## src/hw/mouse_pkg.sv

```systemverilog
// shared types, register map and PS/2 frame constants; compile first, imported by all mouse RTL
`default_nettype none

package mouse_pkg;

    // PS/2 frame timing
    localparam int FRAME_BITS  = 11;    // start, 8 data, parity, stop
    localparam int IDLE_CYCLES = 2048;  // mid-frame idle limit in clk cycles

    // flags byte of the movement packet
    localparam int SYNC_BIT = 3;        // always 1 in a valid flags byte

    // Wishbone word addresses
    localparam logic [1:0] REG_P1   = 2'd0;  // player 1 {dy, dx}
    localparam logic [1:0] REG_P2   = 2'd1;  // player 2 {dy, dx}
    localparam logic [1:0] REG_BUT  = 2'd2;  // buttons of both players
    localparam logic [1:0] REG_CTRL = 2'd3;  // lock and sticky error flags

    // REG_CTRL bit positions
    localparam int CTRL_LOCK = 0;
    localparam int CTRL_ERR0 = 8;       // port 0 frame error
    localparam int CTRL_ERR1 = 9;       // port 1 frame error

    // one received byte with its frame status
    typedef struct packed {
        logic       err;                // parity or stop bit bad
        logic [7:0] data;
    } ps2_byte_t;

    // decoded three-byte movement packet
    typedef struct packed {
        logic [2:0]        buttons;     // left, right, middle
        logic signed [8:0] dx;          // sign from flags bit 4
        logic signed [8:0] dy;          // sign from flags bit 5
        logic [1:0]        overflow;    // flags bits 7:6
        logic [2:0]        pad;
    } mouse_pkt_t;

    // halved deltas as seen by the game CPU
    typedef struct packed {
        logic [7:0] dy;
        logic [7:0] dx;
    } player_word_t;

endpackage

`default_nettype wire

```

## src/hw/ps2_rx.sv

```systemverilog
// PS/2 device-to-host receiver, one per mouse port; outputs checked bytes or error pulses
`default_nettype none
`timescale 1ns/1ns

module ps2_rx (
    input  logic                 rst,
    input  logic                 clk,
    input  logic                 ps2_clk,     // open collector, from mouse
    input  logic                 ps2_dat,
    output logic                 byte_valid,  // good frame, one cycle
    output mouse_pkg::ps2_byte_t rx_byte,
    output logic                 error        // bad parity or stop, one cycle
);
    import mouse_pkg::*;

    logic [1:0]                     clk_sync;  // two-flop synchronizer
    logic [1:0]                     dat_sync;  // same depth keeps data aligned to clock
    logic                           clk_prev;  // delayed clock for edge detect
    logic                           fall;
    logic [3:0]                     bit_cnt;   // 0 = waiting for start bit
    logic [8:0]                     shift;     // {parity, d7..d0} once full
    logic [$clog2(IDLE_CYCLES)-1:0] idle_cnt;
    logic                           stop_bit;
    logic                           frame_ok;

    assign fall     = clk_prev & ~clk_sync[1];
    assign stop_bit = (bit_cnt == 4'(FRAME_BITS - 1));
    assign frame_ok = (^shift) & dat_sync[1];  // odd parity and stop bit high

    always_ff @(posedge clk or posedge rst) begin
        if (rst) begin
            clk_sync   <= 2'b11;  // bus idles high
            dat_sync   <= 2'b11;
            clk_prev   <= 1'b1;
            bit_cnt    <= '0;
            idle_cnt   <= '0;
            byte_valid <= 1'b0;
            error      <= 1'b0;
        end else begin
            clk_sync   <= {clk_sync[0], ps2_clk};
            dat_sync   <= {dat_sync[0], ps2_dat};
            clk_prev   <= clk_sync[1];
            byte_valid <= 1'b0;
            error      <= 1'b0;
            if (fall || bit_cnt == '0) begin
                idle_cnt <= '0;  // only count while inside a frame
            end else begin
                idle_cnt <= idle_cnt + 1'b1;
            end
            if (fall) begin
                if (bit_cnt == '0) begin
                    if (!dat_sync[1]) begin
                        bit_cnt <= 4'd1;  // start bit seen
                    end
                end else if (stop_bit) begin
                    bit_cnt    <= '0;
                    byte_valid <= frame_ok;
                    error      <= ~frame_ok;
                end else begin
                    bit_cnt <= bit_cnt + 1'b1;
                end
            end else if (bit_cnt != '0 && idle_cnt == '1) begin
                bit_cnt <= '0;  // mouse stopped clocking, drop partial frame
            end
        end
    end

    // data path, shifts LSB first
    always_ff @(posedge clk) begin
        if (fall && bit_cnt != '0 && !stop_bit) begin
            shift <= {dat_sync[1], shift[8:1]};
        end
        if (fall && stop_bit) begin
            rx_byte.data <= shift[7:0];
            rx_byte.err  <= ~frame_ok;
        end
    end

endmodule

`default_nettype wire

```

## src/hw/mouse_packet.sv

```systemverilog
// collects flags, dx and dy bytes into one movement packet; resyncs on the flags sync bit
`default_nettype none
`timescale 1ns/1ns

module mouse_packet (
    input  logic                  rst,
    input  logic                  clk,
    input  logic                  byte_valid,  // good or error byte
    input  mouse_pkg::ps2_byte_t  rx_byte,
    output logic                  pkt_valid,   // one cycle per packet
    output mouse_pkg::mouse_pkt_t pkt
);
    import mouse_pkg::*;

    typedef enum logic [1:0] {
        ST_FLAGS,
        ST_DX,
        ST_DY
    } pkt_state_t;

    pkt_state_t state;
    logic [7:0] flags_q;  // first byte
    logic [7:0] dx_q;     // second byte

    always_ff @(posedge clk or posedge rst) begin
        if (rst) begin
            state     <= ST_FLAGS;
            pkt_valid <= 1'b0;
        end else begin
            pkt_valid <= 1'b0;
            if (byte_valid) begin
                if (rx_byte.err) begin
                    state <= ST_FLAGS;  // corrupt byte restarts the packet
                end else begin
                    case (state)
                        ST_FLAGS: if (rx_byte.data[SYNC_BIT]) state <= ST_DX;  // else drop
                        ST_DX:    state <= ST_DY;
                        ST_DY: begin
                            state     <= ST_FLAGS;
                            pkt_valid <= 1'b1;
                        end
                        default:  state <= ST_FLAGS;
                    endcase
                end
            end
        end
    end

    always_ff @(posedge clk) begin
        if (byte_valid && !rx_byte.err) begin
            case (state)
                ST_FLAGS: flags_q <= rx_byte.data;
                ST_DX:    dx_q    <= rx_byte.data;
                ST_DY: begin
                    pkt.buttons  <= flags_q[2:0];
                    pkt.dx       <= {flags_q[4], dx_q};          // 9-bit signed
                    pkt.dy       <= {flags_q[5], rx_byte.data};
                    pkt.overflow <= flags_q[7:6];
                    pkt.pad      <= '0;
                end
                default: ;
            endcase
        end
    end

endmodule

`default_nettype wire

```

## src/hw/mouse_arbiter.sv

```systemverilog
// merges the two packet streams into one strobe plus player index, port 0 wins collisions
`default_nettype none
`timescale 1ns/1ns

module mouse_arbiter (
    input  logic                  rst,
    input  logic                  clk,
    input  logic                  pkt_valid0,
    input  mouse_pkg::mouse_pkt_t pkt0,
    input  logic                  pkt_valid1,
    input  mouse_pkg::mouse_pkt_t pkt1,
    output logic                  mouse_st,   // one cycle
    output logic                  mouse_idx,  // 0 = player 1
    output mouse_pkg::mouse_pkt_t pkt
);
    import mouse_pkg::*;

    logic       pend_valid;  // port 1 packet waiting
    mouse_pkt_t pend_pkt;
    logic       take_pend;   // pending entry goes out this cycle

    assign take_pend = !pkt_valid0 && pend_valid;

    always_ff @(posedge clk or posedge rst) begin
        if (rst) begin
            mouse_st   <= 1'b0;
            mouse_idx  <= 1'b0;
            pend_valid <= 1'b0;
        end else begin
            mouse_st <= pkt_valid0 | pend_valid | pkt_valid1;
            if (pkt_valid0) begin
                mouse_idx <= 1'b0;
                if (pkt_valid1) pend_valid <= 1'b1;  // collision, park port 1
            end else if (pend_valid) begin
                mouse_idx  <= 1'b1;
                pend_valid <= pkt_valid1;            // refill if another arrives
            end else if (pkt_valid1) begin
                mouse_idx <= 1'b1;
            end
        end
    end

    always_ff @(posedge clk) begin
        if (pkt_valid0) begin
            pkt <= pkt0;
        end else if (take_pend) begin
            pkt <= pend_pkt;
        end else if (pkt_valid1) begin
            pkt <= pkt1;
        end
        if (pkt_valid1 && (pkt_valid0 || take_pend)) pend_pkt <= pkt1;
    end

endmodule

`default_nettype wire

```

## src/hw/mouse_router.sv

```systemverilog
// halves the deltas and latches them into the selected player's word unless locked
`default_nettype none
`timescale 1ns/1ns

module mouse_router #(
    parameter bit SIGN_MAG = 1'b0  // 1 = sign plus magnitude output
) (
    input  logic                    rst,
    input  logic                    clk,
    input  logic                    lock,       // from CTRL register
    input  logic                    mouse_st,
    input  logic                    mouse_idx,
    input  mouse_pkg::mouse_pkt_t   pkt,
    output mouse_pkg::player_word_t mouse_1p,
    output mouse_pkg::player_word_t mouse_2p,
    output logic [2:0]              but_1p,
    output logic [2:0]              but_2p
);
    import mouse_pkg::*;

    player_word_t word;  // converted packet

    // drop the LSB of a 9-bit delta
    function automatic logic [7:0] cv(input logic signed [8:0] d);
        logic [6:0] mag;
        mag = d[8] ? 7'(-d[7:1]) : d[7:1];  // magnitude of the halved value
        if (SIGN_MAG) begin
            cv = {d[8], mag};
        end else begin
            cv = d[8:1];                    // plain arithmetic shift
        end
    endfunction

    assign word.dx = cv(pkt.dx);
    assign word.dy = cv(pkt.dy);

    always_ff @(posedge clk or posedge rst) begin
        if (rst) begin
            mouse_1p <= '0;
            mouse_2p <= '0;
            but_1p   <= '0;
            but_2p   <= '0;
        end else if (mouse_st && !lock) begin
            if (!mouse_idx) begin
                mouse_1p <= word;
                but_1p   <= pkt.buttons;
            end else begin
                mouse_2p <= word;
                but_2p   <= pkt.buttons;
            end
        end
    end

endmodule

`default_nettype wire

```

## src/hw/mouse_wb_regs.sv

```systemverilog
// Wishbone classic slave for the CPU: player words, buttons, lock and sticky frame errors
`default_nettype none
`timescale 1ns/1ns

module mouse_wb_regs (
    input  logic                    rst,
    input  logic                    clk,
    input  logic                    cyc,
    input  logic                    stb,
    input  logic                    we,
    input  logic [1:0]              adr,     // word address
    input  logic [15:0]             dat_w,
    output logic [15:0]             dat_r,
    output logic                    ack,
    input  mouse_pkg::player_word_t mouse_1p,
    input  mouse_pkg::player_word_t mouse_2p,
    input  logic [2:0]              but_1p,
    input  logic [2:0]              but_2p,
    input  logic                    err0,    // pulse from port 0 receiver
    input  logic                    err1,
    output logic                    lock
);
    import mouse_pkg::*;

    logic        req;
    logic        done;     // acked, waiting for stb to drop
    logic        access;   // first cycle of a new transfer
    logic        wr_ctrl;
    logic [1:0]  err_q;    // sticky flags, bit 0 = port 0
    logic [15:0] rd_data;

    assign req     = cyc & stb;
    assign access  = req & ~ack & ~done;
    assign wr_ctrl = access & we & (adr == REG_CTRL);

    always_comb begin
        rd_data = '0;
        case (adr)
            REG_P1:  rd_data = mouse_1p;
            REG_P2:  rd_data = mouse_2p;
            REG_BUT: rd_data = {9'd0, but_2p, 1'b0, but_1p};
            default: begin
                rd_data[CTRL_LOCK] = lock;
                rd_data[CTRL_ERR0] = err_q[0];
                rd_data[CTRL_ERR1] = err_q[1];
            end
        endcase
    end

    always_ff @(posedge clk or posedge rst) begin
        if (rst) begin
            ack   <= 1'b0;
            done  <= 1'b0;
            lock  <= 1'b0;
            err_q <= '0;
        end else begin
            ack  <= access;                // exactly one cycle after request
            done <= req & (done | ack);    // cleared once the master lets go
            if (wr_ctrl) lock <= dat_w[CTRL_LOCK];
            // write-one-to-clear, a new pulse wins over the clear
            err_q[0] <= (err_q[0] & ~(wr_ctrl & dat_w[CTRL_ERR0])) | err0;
            err_q[1] <= (err_q[1] & ~(wr_ctrl & dat_w[CTRL_ERR1])) | err1;
        end
    end

    always_ff @(posedge clk) begin
        if (access) dat_r <= rd_data;  // held until the next transfer
    end

endmodule

`default_nettype wire

```

## src/hw/mouse_top.sv

```systemverilog
// dual PS/2 mouse subsystem top, connects to two mouse ports and a Wishbone CPU bus
`default_nettype none
`timescale 1ns/1ns

module mouse_top #(
    parameter bit SIGN_MAG = 1'b0  // output format of the router
) (
    input  logic        rst,
    input  logic        clk,
    input  logic        ps2_clk0,
    input  logic        ps2_dat0,
    input  logic        ps2_clk1,
    input  logic        ps2_dat1,
    input  logic        cyc,
    input  logic        stb,
    input  logic        we,
    input  logic [1:0]  adr,
    input  logic [15:0] dat_w,
    output logic [15:0] dat_r,
    output logic        ack
);
    import mouse_pkg::*;

    logic         byte_valid0, byte_valid1;
    ps2_byte_t    rx_byte0, rx_byte1;
    logic         err0, err1;
    logic         pkt_valid0, pkt_valid1;
    mouse_pkt_t   pkt0, pkt1;
    logic         mouse_st;
    logic         mouse_idx;
    mouse_pkt_t   pkt;            // arbiter output
    player_word_t mouse_1p, mouse_2p;
    logic [2:0]   but_1p, but_2p;
    logic         lock;

    // port 0 chain, error bytes also reach the assembler to restart it
    ps2_rx u_rx0 (
        .rst(rst), .clk(clk), .ps2_clk(ps2_clk0), .ps2_dat(ps2_dat0),
        .byte_valid(byte_valid0), .rx_byte(rx_byte0), .error(err0)
    );
    mouse_packet u_pkt0 (
        .rst(rst), .clk(clk), .byte_valid(byte_valid0 | err0), .rx_byte(rx_byte0),
        .pkt_valid(pkt_valid0), .pkt(pkt0)
    );

    // port 1 chain
    ps2_rx u_rx1 (
        .rst(rst), .clk(clk), .ps2_clk(ps2_clk1), .ps2_dat(ps2_dat1),
        .byte_valid(byte_valid1), .rx_byte(rx_byte1), .error(err1)
    );
    mouse_packet u_pkt1 (
        .rst(rst), .clk(clk), .byte_valid(byte_valid1 | err1), .rx_byte(rx_byte1),
        .pkt_valid(pkt_valid1), .pkt(pkt1)
    );

    mouse_arbiter u_arb (
        .rst(rst), .clk(clk),
        .pkt_valid0(pkt_valid0), .pkt0(pkt0), .pkt_valid1(pkt_valid1), .pkt1(pkt1),
        .mouse_st(mouse_st), .mouse_idx(mouse_idx), .pkt(pkt)
    );

    mouse_router #(.SIGN_MAG(SIGN_MAG)) u_router (
        .rst(rst), .clk(clk), .lock(lock), .mouse_st(mouse_st), .mouse_idx(mouse_idx),
        .pkt(pkt), .mouse_1p(mouse_1p), .mouse_2p(mouse_2p), .but_1p(but_1p), .but_2p(but_2p)
    );

    mouse_wb_regs u_regs (
        .rst(rst), .clk(clk), .cyc(cyc), .stb(stb), .we(we), .adr(adr),
        .dat_w(dat_w), .dat_r(dat_r), .ack(ack),
        .mouse_1p(mouse_1p), .mouse_2p(mouse_2p), .but_1p(but_1p), .but_2p(but_2p),
        .err0(err0), .err1(err1), .lock(lock)
    );

endmodule

`default_nettype wire

```

## config.mk

```make
export PLATFORM = sky130hd
export DESIGN_NAME = mouse_top
export DESIGN_NICKNAME = d
export VERILOG_FILES = /design/src/hw/mouse_pkg.sv /design/src/hw/ps2_rx.sv /design/src/hw/mouse_packet.sv /design/src/hw/mouse_arbiter.sv /design/src/hw/mouse_router.sv /design/src/hw/mouse_wb_regs.sv /design/src/hw/mouse_top.sv
export SDC_FILE = /design/constraint.sdc
export NUM_CORES = 1
export LEC_CHECK = 0
export ABC_CLOCK_PERIOD_IN_PS = 3700
export BUFFER_PORTS_ARGS = -buffer_cell sky130_fd_sc_hd__buf_2
export CORE_ASPECT_RATIO = 1.4
export CORE_UTILIZATION = 42
export CTS_CLUSTER_DIAMETER = 60
export CTS_CLUSTER_SIZE = 8
export DETAILED_ROUTE_END_ITERATION = 8
export PLACE_DENSITY = 0.61
export SLEW_MARGIN = 20
export SYNTH_ARGS = -nofsm -noshare
export SYNTH_HDL_FRONTEND = slang
export SYNTH_SLANG_ARGS = --single-unit
```

## constraint.sdc

```tcl
create_clock -name clk -period 3.7 [get_ports clk]
set_input_delay 0.555 -clock clk [delete_from_list [all_inputs] [get_ports clk]]
set_output_delay 0.555 -clock clk [all_outputs]
set_load 0.1 [all_outputs]
```

==> impl_metrics.toml, run 1 <==
[timing]
max-slew-margin-rel_pct = 26.6
holdWs_ps = 173
tightest_slew_ps = 1090
finalClockSkew_ps = 14.0
hold_violations = 0
slew_violations = 0
setup_viol = 0
finalCritPeriodShare_pct = 55.7
fmax_ghz = 0.485
fin_setup_tns_ps = 0
period_needed_ps = 2060
rsz0062_at_grt = "no"

[layout]
synthToLayoutAreaGrowth_pct = 16.8
fin_nets = 679
drive_gt1_share_pct = 21.6
diodes = 0

[global_routing]
grt_pass1_wl_um = 25300
grt.overflow.total = 0
grt_pass1_vias = 5131
track_usage_pct = 14.1
grt_start_max_net_pins = 97
antenna_found_initial = 0

[clock_tree]
cts.repair.resized = 0
holdBufCountCts = 0
clock_latency_ps = 490
cts_buffers = 36
clockBufferDepth = 3
numClockSinks = 248
cts.reportedPaths.clkPinSlew_ps = 50
cts_tree = "done"
h-tree-depth = 2
post_cts_buffers = 0
ctsRootBufferMaster = "clkbuf_16"

[die]
start_util_pct = 43.0
io_pins = 44
die_w_um = 128
fp.dieH_um = 179
rows = 64
coreArea_mm2 = 0.0219
die_area_mm2 = 0.0230

[synthesis]
synth_edf_count = 152
synth_seq_cells = 248
ys_seq_area_share_pct = 74.3
synth-warning-count = 0
syn-num-nets = 620
synthCells = 585
netlist.area_leader.share_pct = 48.6
syn_area_per_cell_um2 = 16.1
async_flop_share_pct = 38.7
synth_top_area_cell = "edfxtp_1"
yosys.cell_count.top_type = "edfxtp_1"
synth_ff_type = "edfxtp_1"
synth_cell_types = 43
netlist_top_cells_area = "edfxtp_1, dfrtp_1, mux2_2"
syn-cell-area_mm2 = 0.00940
synth_commonest_cells = "edfxtp_1, dfrtp_1, mux2_2, nand2_1"

[job]
cap_violations = 0

[drt]
wl_per_cell_um = 15.5
firstDrtPassIters = 4
initialDrtViolationCount = 159
routed_via_density = 4.85
route.antenna.remaining_nets = 0
drc_errors = 0
wirelength_um = 15000
vias = 4684

[setup_path]
critPathMaxFanout = 6
crit_arrival_ps = 2160
start_kind = "register"
critPathCaptureType = "register"
cp.required_ps = 3800
crit_buf_inv = 0
slowest_delay_ps = 840
slowest_stage = "nor3_1"
crit_type = "register to register"
path_cells = "nor2_1 -> or2_2 -> nor3_1"
crit_family = "simple AND/OR/NAND/NOR gates"

[run_status]
status = "finished, final reports clean"

[place]
port_buffers = 30
dp.final_hpwl_um = 9960
routabilityCongestion = 0.697

[power_and_ir_drop]
peakVddDrop_mv = 0.411
power.leakage_nw = 4.30
powerDensity_mw_per_mm2 = 596
finalPower_w = 0.00654

[hold_path]
hp-class = "input port to async pin"
[layout by cell type (no fill, tap or decap), types with 4 or more instances in the layout]
cell,n
edfxtp_1,152
dfrtp_1,85
mux2_2,42
nand2_1,39
clkbuf_16,37
nor2_1,36
mux2i_1,36
o21ai_0,30
buf_2,30
clkbuf_1,25
xor2_1,14
inv_1,11
nand3_1,11
xnor2_1,10
dfstp_2,10
and3_1,8
ha_1,8
buf_4,7
a22o_1,6
nor3_1,6
nand4_1,5
and2_1,5
nand2b_1,4
nor2b_1,4
a21o_1,4
or3_1,4
[cell type report]
cell class	count	area [um^2]
clock buffer	62	1020
inverter	12	47.5
timing repair buffer	38	223
multi-input combinational	308	2330
sequential	248	6980
tap	297	372
fill	1832	10900
[report_power, final]
part	switching (W)	internal, W	leakage, nW	total, W
Combinational	0.000273	0.000199	1.15	0.000472
Sequential	0.0000945	0.00306	2.67	0.00315
Clock	0.00107	0.00185	0.485	0.00292
[kinds of logic (layout without fill, tap and decap cells)]
group	after synthesis	after routing	synth area share, %
buffers and inverters	29	112	1.26
AND/OR/NAND/NOR	139	139	7.28
XOR/XNOR	28	28	3.21
adder cells (fa/ha/maj)	9	9	1.17
AO/OA/AOI/OAI	52	52	3.53
flip-flops	248	248	74.3
multiplexers	80	80	9.27
[worst paths after layout]
check	depth (start not counted)	to	slack, ps	start
max in group asynchronous	3	u_arb.pend_valid	3070	rst
worst min register to register	0	u_rx1.dat_sync[1]	350	u_rx1.dat_sync[0]
worst min-delay path	3	u_pkt0.state[0]	170	rst
worst max register to register	3	u_pkt0.flags_q[0]	1640	u_rx0.error
worst max-delay path	3	u_pkt0.flags_q[0]	1640	u_rx0.error
min in group clk	1	u_rx0.clk_sync[0]	170	ps2_clk0
[tightest hold or removal path, stage by stage]
cell and delay [ps]:
buf_2 110, inv_4 50, buf_12 380
[metrics by stage]
stage	setup WS (ps)	std cells	utilization [%]	area [um^2]
global placement	1430	903	45.5	9940
floorplan	656	585	-	9400
detailed placement	1360	903	45.5	9940
CTS	1350	965	50.1	11000
global route	1560	965	50.2	11000
finish	1640	965	50.2	11000
[per-layer routing]
layer | share of wire (%) | track usage (%) | vias up
li1 | - | - | 2263
met3 | 3.2 | 2.95 | 38
met1 | 40 | 15.0 | 2305
met2 | 54 | 26.4 | 78
met5 | 0 | 0 | -
met4 | 3.1 | 6.23 | 0
[state kept, by name, indices dropped and copies added, names as in the netlist, 4 cells and up]
signal             flops
u_pkt0.dx_q            7
u_pkt0.pkt            19
u_rx0.bit_cnt          4
u_regs.dat_r          16
u_pkt1.pkt            19
u_rx1.rx_byte          9
u_rx0.shift            9
u_rx0.rx_byte          9
u_arb.pkt             19
u_rx1.idle_cnt        11
u_router.mouse_1p     16
u_pkt1.flags_q         5
u_pkt0.flags_q         5
u_rx1.bit_cnt          4
u_rx1.shift            9
u_pkt1.dx_q            7
u_arb.pend_pkt        19
u_router.mouse_2p     16
u_rx0.idle_cnt        11
Power figures use the tool's default switching activity.
==> inputs of run 2 (changes only) <==
- ABC_CLOCK_PERIOD_IN_PS: 3700 -> 1700
- PLACE_DENSITY: 0.61 -> 0.63
- clock period: 3.7 -> 1.7 ns (I/O delays scaled with it)
==> run 2 against run 1 <==
Compared with the run above: the flow now finishes with violations (setup timing); die area unchanged; largest power group unchanged; count of clock-buffer cells in the layout grew 3; sequential share of layout area down 2.7 points; register-to-register slack lost 1700 ps; worst setup slack got worse by 1700 ps; clock skew up 0.83 ps; via count increased by 4.8%; critical path depth grew 4.
==> impl_metrics.toml, run 2 (same netlist as run 1, synthesis figures left out) <==
[run_status]
status = "finished with violations"
violations = "setup timing"

[power_and_ir_drop]
powerDensity_mw_per_mm2 = 1280
power.leakage_nw = 4.51
peakVddDrop_mv = 0.808

[hold_path]
hold_path_depth = 3
hp-class = "input port to register"

[die]
start_util_pct = 43.0
die_w_um = 128
rows = 64
fp.dieH_um = 179
die_area_mm2 = 0.0230
io_pins = 44
coreArea_mm2 = 0.0219

[timing]
setup_viol = 2
hold_violations = 0
finalClockSkew_ps = 14.8
rsz0062_at_grt = "yes"
max-slew-margin-rel_pct = 64.3
tightest_slew_ps = 536
setup_ws_ps = -36.4
period_needed_ps = 1740
finalCritPeriodShare_pct = 102
slew_violations = 0
fin_setup_tns_ps = -68.7
fmax_ghz = 0.576

[layout]
final-instance-count-excl-fill = 1003
fillers = 1795
final_cell_mix = "edfxtp_1, dfrtp_1, mux2_2"
drive_gt1_share_pct = 25.9
fin_nets = 713
synthToLayoutAreaGrowth_pct = 22.0
final_common_cell = "edfxtp_1"
seq_area_mm2 = 0.00698
diodes = 0
finish.utilization_pct = 52.4
multi_input_area_mm2 = 0.00240

[global_routing]
grt_pass1_wl_um = 25600
grt_pass1_vias = 5236
grt_start_max_net_pins = 97
grt.overflow.total = 0
track_usage_pct = 14.4
antenna_found_initial = 0

[setup_path]
rr_worst_depth = 7
crit_family = "compound AO/OA/AOI/OAI gates"
cp.required_ps = 2140
rr_endpoint = "u_rx0.bit_cnt[3]"
crit_arrival_ps = 2180
regToRegSetupSlack_ps = -40
startpoint = "u_rx0.bit_cnt[0]"
rr_startpoint = "u_rx0.bit_cnt[0]"
path_cells = "inv_2 -> ha_4 -> or3b_4 -> o21a_1 -> a31oi_4 -> buf_4 -> a22o_1"
critPathCaptureType = "register"
slowest_stage = "dfrtp_1"
slowest_delay_ps = 390
start_kind = "register"
timing.critical_path.to = "u_rx0.bit_cnt[3]"
crit_type = "register to register"
critPathMaxFanout = 4
worst-path-stages = 7
crit_buf_inv = 2

[clock_tree]
cts_buffers = 36
cts.reportedPaths.clkPinSlew_ps = 50
ctsRootBufferMaster = "clkbuf_16"
numClockSinks = 248
clockBufferDepth = 3
h-tree-depth = 2
clock_latency_ps = 500
cts_tree = "done"

[drt]
firstDrtPassIters = 6
drc_errors = 0
initialDrtViolationCount = 190
routed_via_density = 4.89
vias = 4908
route.antenna.remaining_nets = 0
wl_per_cell_um = 15.5
wirelength_um = 15600

[place]
dp.final_hpwl_um = 10300
port_buffers = 30
dp_cells = 926
routabilityCongestion = 0.758

[job]
cap_violations = 0
## run 2: routing by layer
layer / GRT usage [%] / part of all wire, %
met5: 0 / 0
met4: 6.96 / 3.0
met3: 3.19 / 2.9
met2: 27.3 / 55
met1: 14.7 / 39
## run 2: per-stage QoR
step	total power [W]	hold slack, ps	setup slack (ps)	instance area [um^2]
final	0.0147	30.1	-36.4	11500
after global routing	0.0153	44.5	-141	11500
after CTS	0.0148	14.8	-47.3	11400
after detailed placement	0.00812	347	-81.5	10200
after global placement	0.00805	348	29.9	10200
after floorplan	0.00774	259	1.67	9450
## run 2: worst reg2reg max path: cells and delay by family, from the launching register on
family,cells,cell delay (ps)
flops,1,390
fa+ha+maj,1,130
simple gates,1,380
compound gates,3,550
buf+inv,2,230
## run 2: what timing repair did
action,in CTS,in global routing
gates cloned,0,1
pin swaps,2,2
endpoints found under the setup margin,14,54
hold buffers,6,0
endpoints found under the hold margin,91,0
buffers inserted,1,3
resized for setup,4,10
## run 2: layout make-up
type,instances,share of cell area (%)
flip-flops and latches,248,60.9
multi-input cells,308,21.0
clock buffers,65,9.18
repair buffers,72,5.14
well taps,297,3.24
inverters,12,0.426
clock inverters,1,0.142
## run 2: worst min-delay path by stage
stage | from | to | slack [ps]
after floorplan | ps2_clk0 | u_rx0.clk_sync[0] | 260
after global placement | u_rx0.clk_sync[0] | u_rx0.clk_sync[1] | 350
after detailed placement | u_rx0.dat_sync[0] | u_rx0.dat_sync[1] | 350
after CTS | dat_w[9] | u_regs.err_q[1] | 10
after global routing | dat_w[9] | u_regs.err_q[1] | 40
final | dat_w[9] | u_regs.err_q[1] | 30
## run 2: power by group
group | internal [W] | total (W) | switching (W)
registers | 0.00665 | 0.00685 | 0.000196
clock network | 0.00415 | 0.00651 | 0.00237
logic | 0.000640 | 0.00134 | 0.000698
==> inputs of run 3 (changes only) <==
- CTS_BUF_LIST: default -> sky130_fd_sc_hd__clkbuf_4 sky130_fd_sc_hd__clkbuf_8 sky130_fd_sc_hd__clkbuf_16
==> run 3 against run 2 <==
Compared with the run above: first-iteration DRC count increased by 2.1%; core utilization increased by 0.48 points; sequential power hardly changed; sequential share of layout area down 0.55 points; combinational power about the same; largest power group is now the clock network; flip-flop and latch count unchanged; the flow still finishes with violations (setup timing); largest cell class unchanged; critical endpoint unchanged.
==> impl_metrics.toml, run 3 (same netlist as run 1, synthesis figures left out) <==
[place]
pre_cts_ws_ps = -81.5
dp_cells = 926
routabilityCongestion = 0.758
dp.final_hpwl_um = 10300
port_buffers = 30

[layout]
final-instance-count-excl-fill = 1003
synthToLayoutAreaGrowth_pct = 23.1
fillers = 1778
drive_gt1_share_pct = 29.7
fin_nets = 713
diodes = 0
final_cell_mix = "edfxtp_1, dfrtp_1, mux2_2"
final_common_cell = "edfxtp_1"

[global_routing]
grt_pass1_wl_um = 25600
grt.overflow.total = 0
track_usage_pct = 14.4
antenna_found_initial = 0
grt_pass1_vias = 5278
grt_start_max_net_pins = 97

[timing]
hold_violations = 0
period_needed_ps = 1740
rsz0062_at_grt = "yes"
finalClockSkew_ps = 11.7
slew_violations = 0
max-slew-margin-rel_pct = 64.3
fmax_ghz = 0.573
finalCritPeriodShare_pct = 103
setup_ws_ps = -44.4
setup_viol = 2
tightest_slew_ps = 535

[die]
start_util_pct = 43.0
die_w_um = 128
die_area_mm2 = 0.0230
io_pins = 44
coreArea_mm2 = 0.0219
rows = 64
fp.dieH_um = 179

[setup_path]
rr_startpoint = "u_rx0.bit_cnt[0]"
crit_arrival_ps = 2180
critPathCaptureType = "register"
cp.required_ps = 2140
start_kind = "register"
critPathMaxFanout = 4
crit_type = "register to register"
startpoint = "u_rx0.bit_cnt[0]"

[drt]
route.antenna.remaining_nets = 0
wl_per_cell_um = 15.5
wirelength_um = 15500
firstDrtPassIters = 4
initialDrtViolationCount = 194
vias = 4911
drc_errors = 0
routed_via_density = 4.90

[job]
cap_violations = 0

[clock_tree]
cts_buffers = 36
clockBufferDepth = 3
ctsRootBufferMaster = "clkbuf_16"
numClockSinks = 248
cts_tree = "done"
clock_latency_ps = 500
h-tree-depth = 2
cts.reportedPaths.clkPinSlew_ps = 50

[hold_path]
hp-class = "input port to register"
min_from = "dat_w[9]"

[power_and_ir_drop]
powerDensity_mw_per_mm2 = 1310
power.leakage_nw = 4.60
peakVddDrop_mv = 0.796

[run_status]
violations = "setup timing"
status = "finished with violations"
-- run 3: cell count changes in the layout (fill, tap and decap cells not counted) --
cell / change
clkbuf_1: -27
clkbuf_4: +27
inv_2: -1
inv_4: +1
-- run 3: report_power, final --
part,total (W),switching (W),leakage (nW),internal (W)
clock,0.00696,0.00238,0.599,0.00458
combinational,0.00134,0.000698,1.33,0.000640
sequential,0.00685,0.000196,2.67,0.00665
-- run 3: final timing paths --
check	end	slack [ps]	cells after the start
setup / recovery	u_rx0.bit_cnt[3]	-40	7
max in group asynchronous	u_rx1.clk_sync[0]	820	4
setup reg to reg	u_rx0.bit_cnt[3]	-40	7
hold reg to reg	u_rx1.clk_sync[1]	350	0
hold / removal	u_regs.err_q[1]	30	3
min in group asynchronous	u_router.mouse_1p[10]	460	4
-- run 3: metrics by stage --
| step | hold slack, ps | power (W) | setup TNS [ps] | cell area, um^2 | util, % |
|---|---|---|---|---|---|
| after global placement | 348 | 0.00805 | 0 | 10200 | 46.8 |
| final | 32.1 | 0.0151 | -81.8 | 11600 | 52.9 |
| after detailed placement | 347 | 0.00812 | -512 | 10200 | 46.8 |
| after global routing | 45.6 | 0.0158 | -352 | 11600 | 52.9 |
| after CTS | 17.3 | 0.0152 | -47.2 | 11500 | 52.5 |
| after floorplan | 259 | 0.00774 | 0 | 9450 | - |
-- run 3: layout make-up --
cell class	instances	area (um^2)	share of cell area (%)
clock buffers	65	1150	9.98
clock inverters	1	16.3	0.141
inverters	12	51.3	0.444
multi-input cells	308	2400	20.8
flip-flops and latches	248	6980	60.4
well taps	297	372	3.21
repair buffers	72	589	5.10
-- run 3: per-layer routing --
layer	track usage, %	share of wire, %	wire length [um]	vias up
li1	-	-	-	2335
met4	8.14	4.0	621	0
met1	14.9	39	6000	2451
met2	26.6	54	8440	89
met5	0	0	0	-
met3	3.19	3.1	476	36
-- run 3: worst max-delay path, cell delays in order, from the launching register on --
cell and delay (ps):
dfrtp_1 390, inv_2 80, ha_4 130, or3b_4 380, o21a_1 210, a31oi_4 220, buf_4 150, a22o_1 120
-- run 3: repair_timing --
action                                 in CTS  in global routing
cloned                                      0                  1
hold buffers                                6                  0
setup endpoints to repair                  14                 54
setup buffers                               1                  3
pin swaps                                   2                  2
endpoints found under the hold margin      91                  0
resized for setup                           4                 11
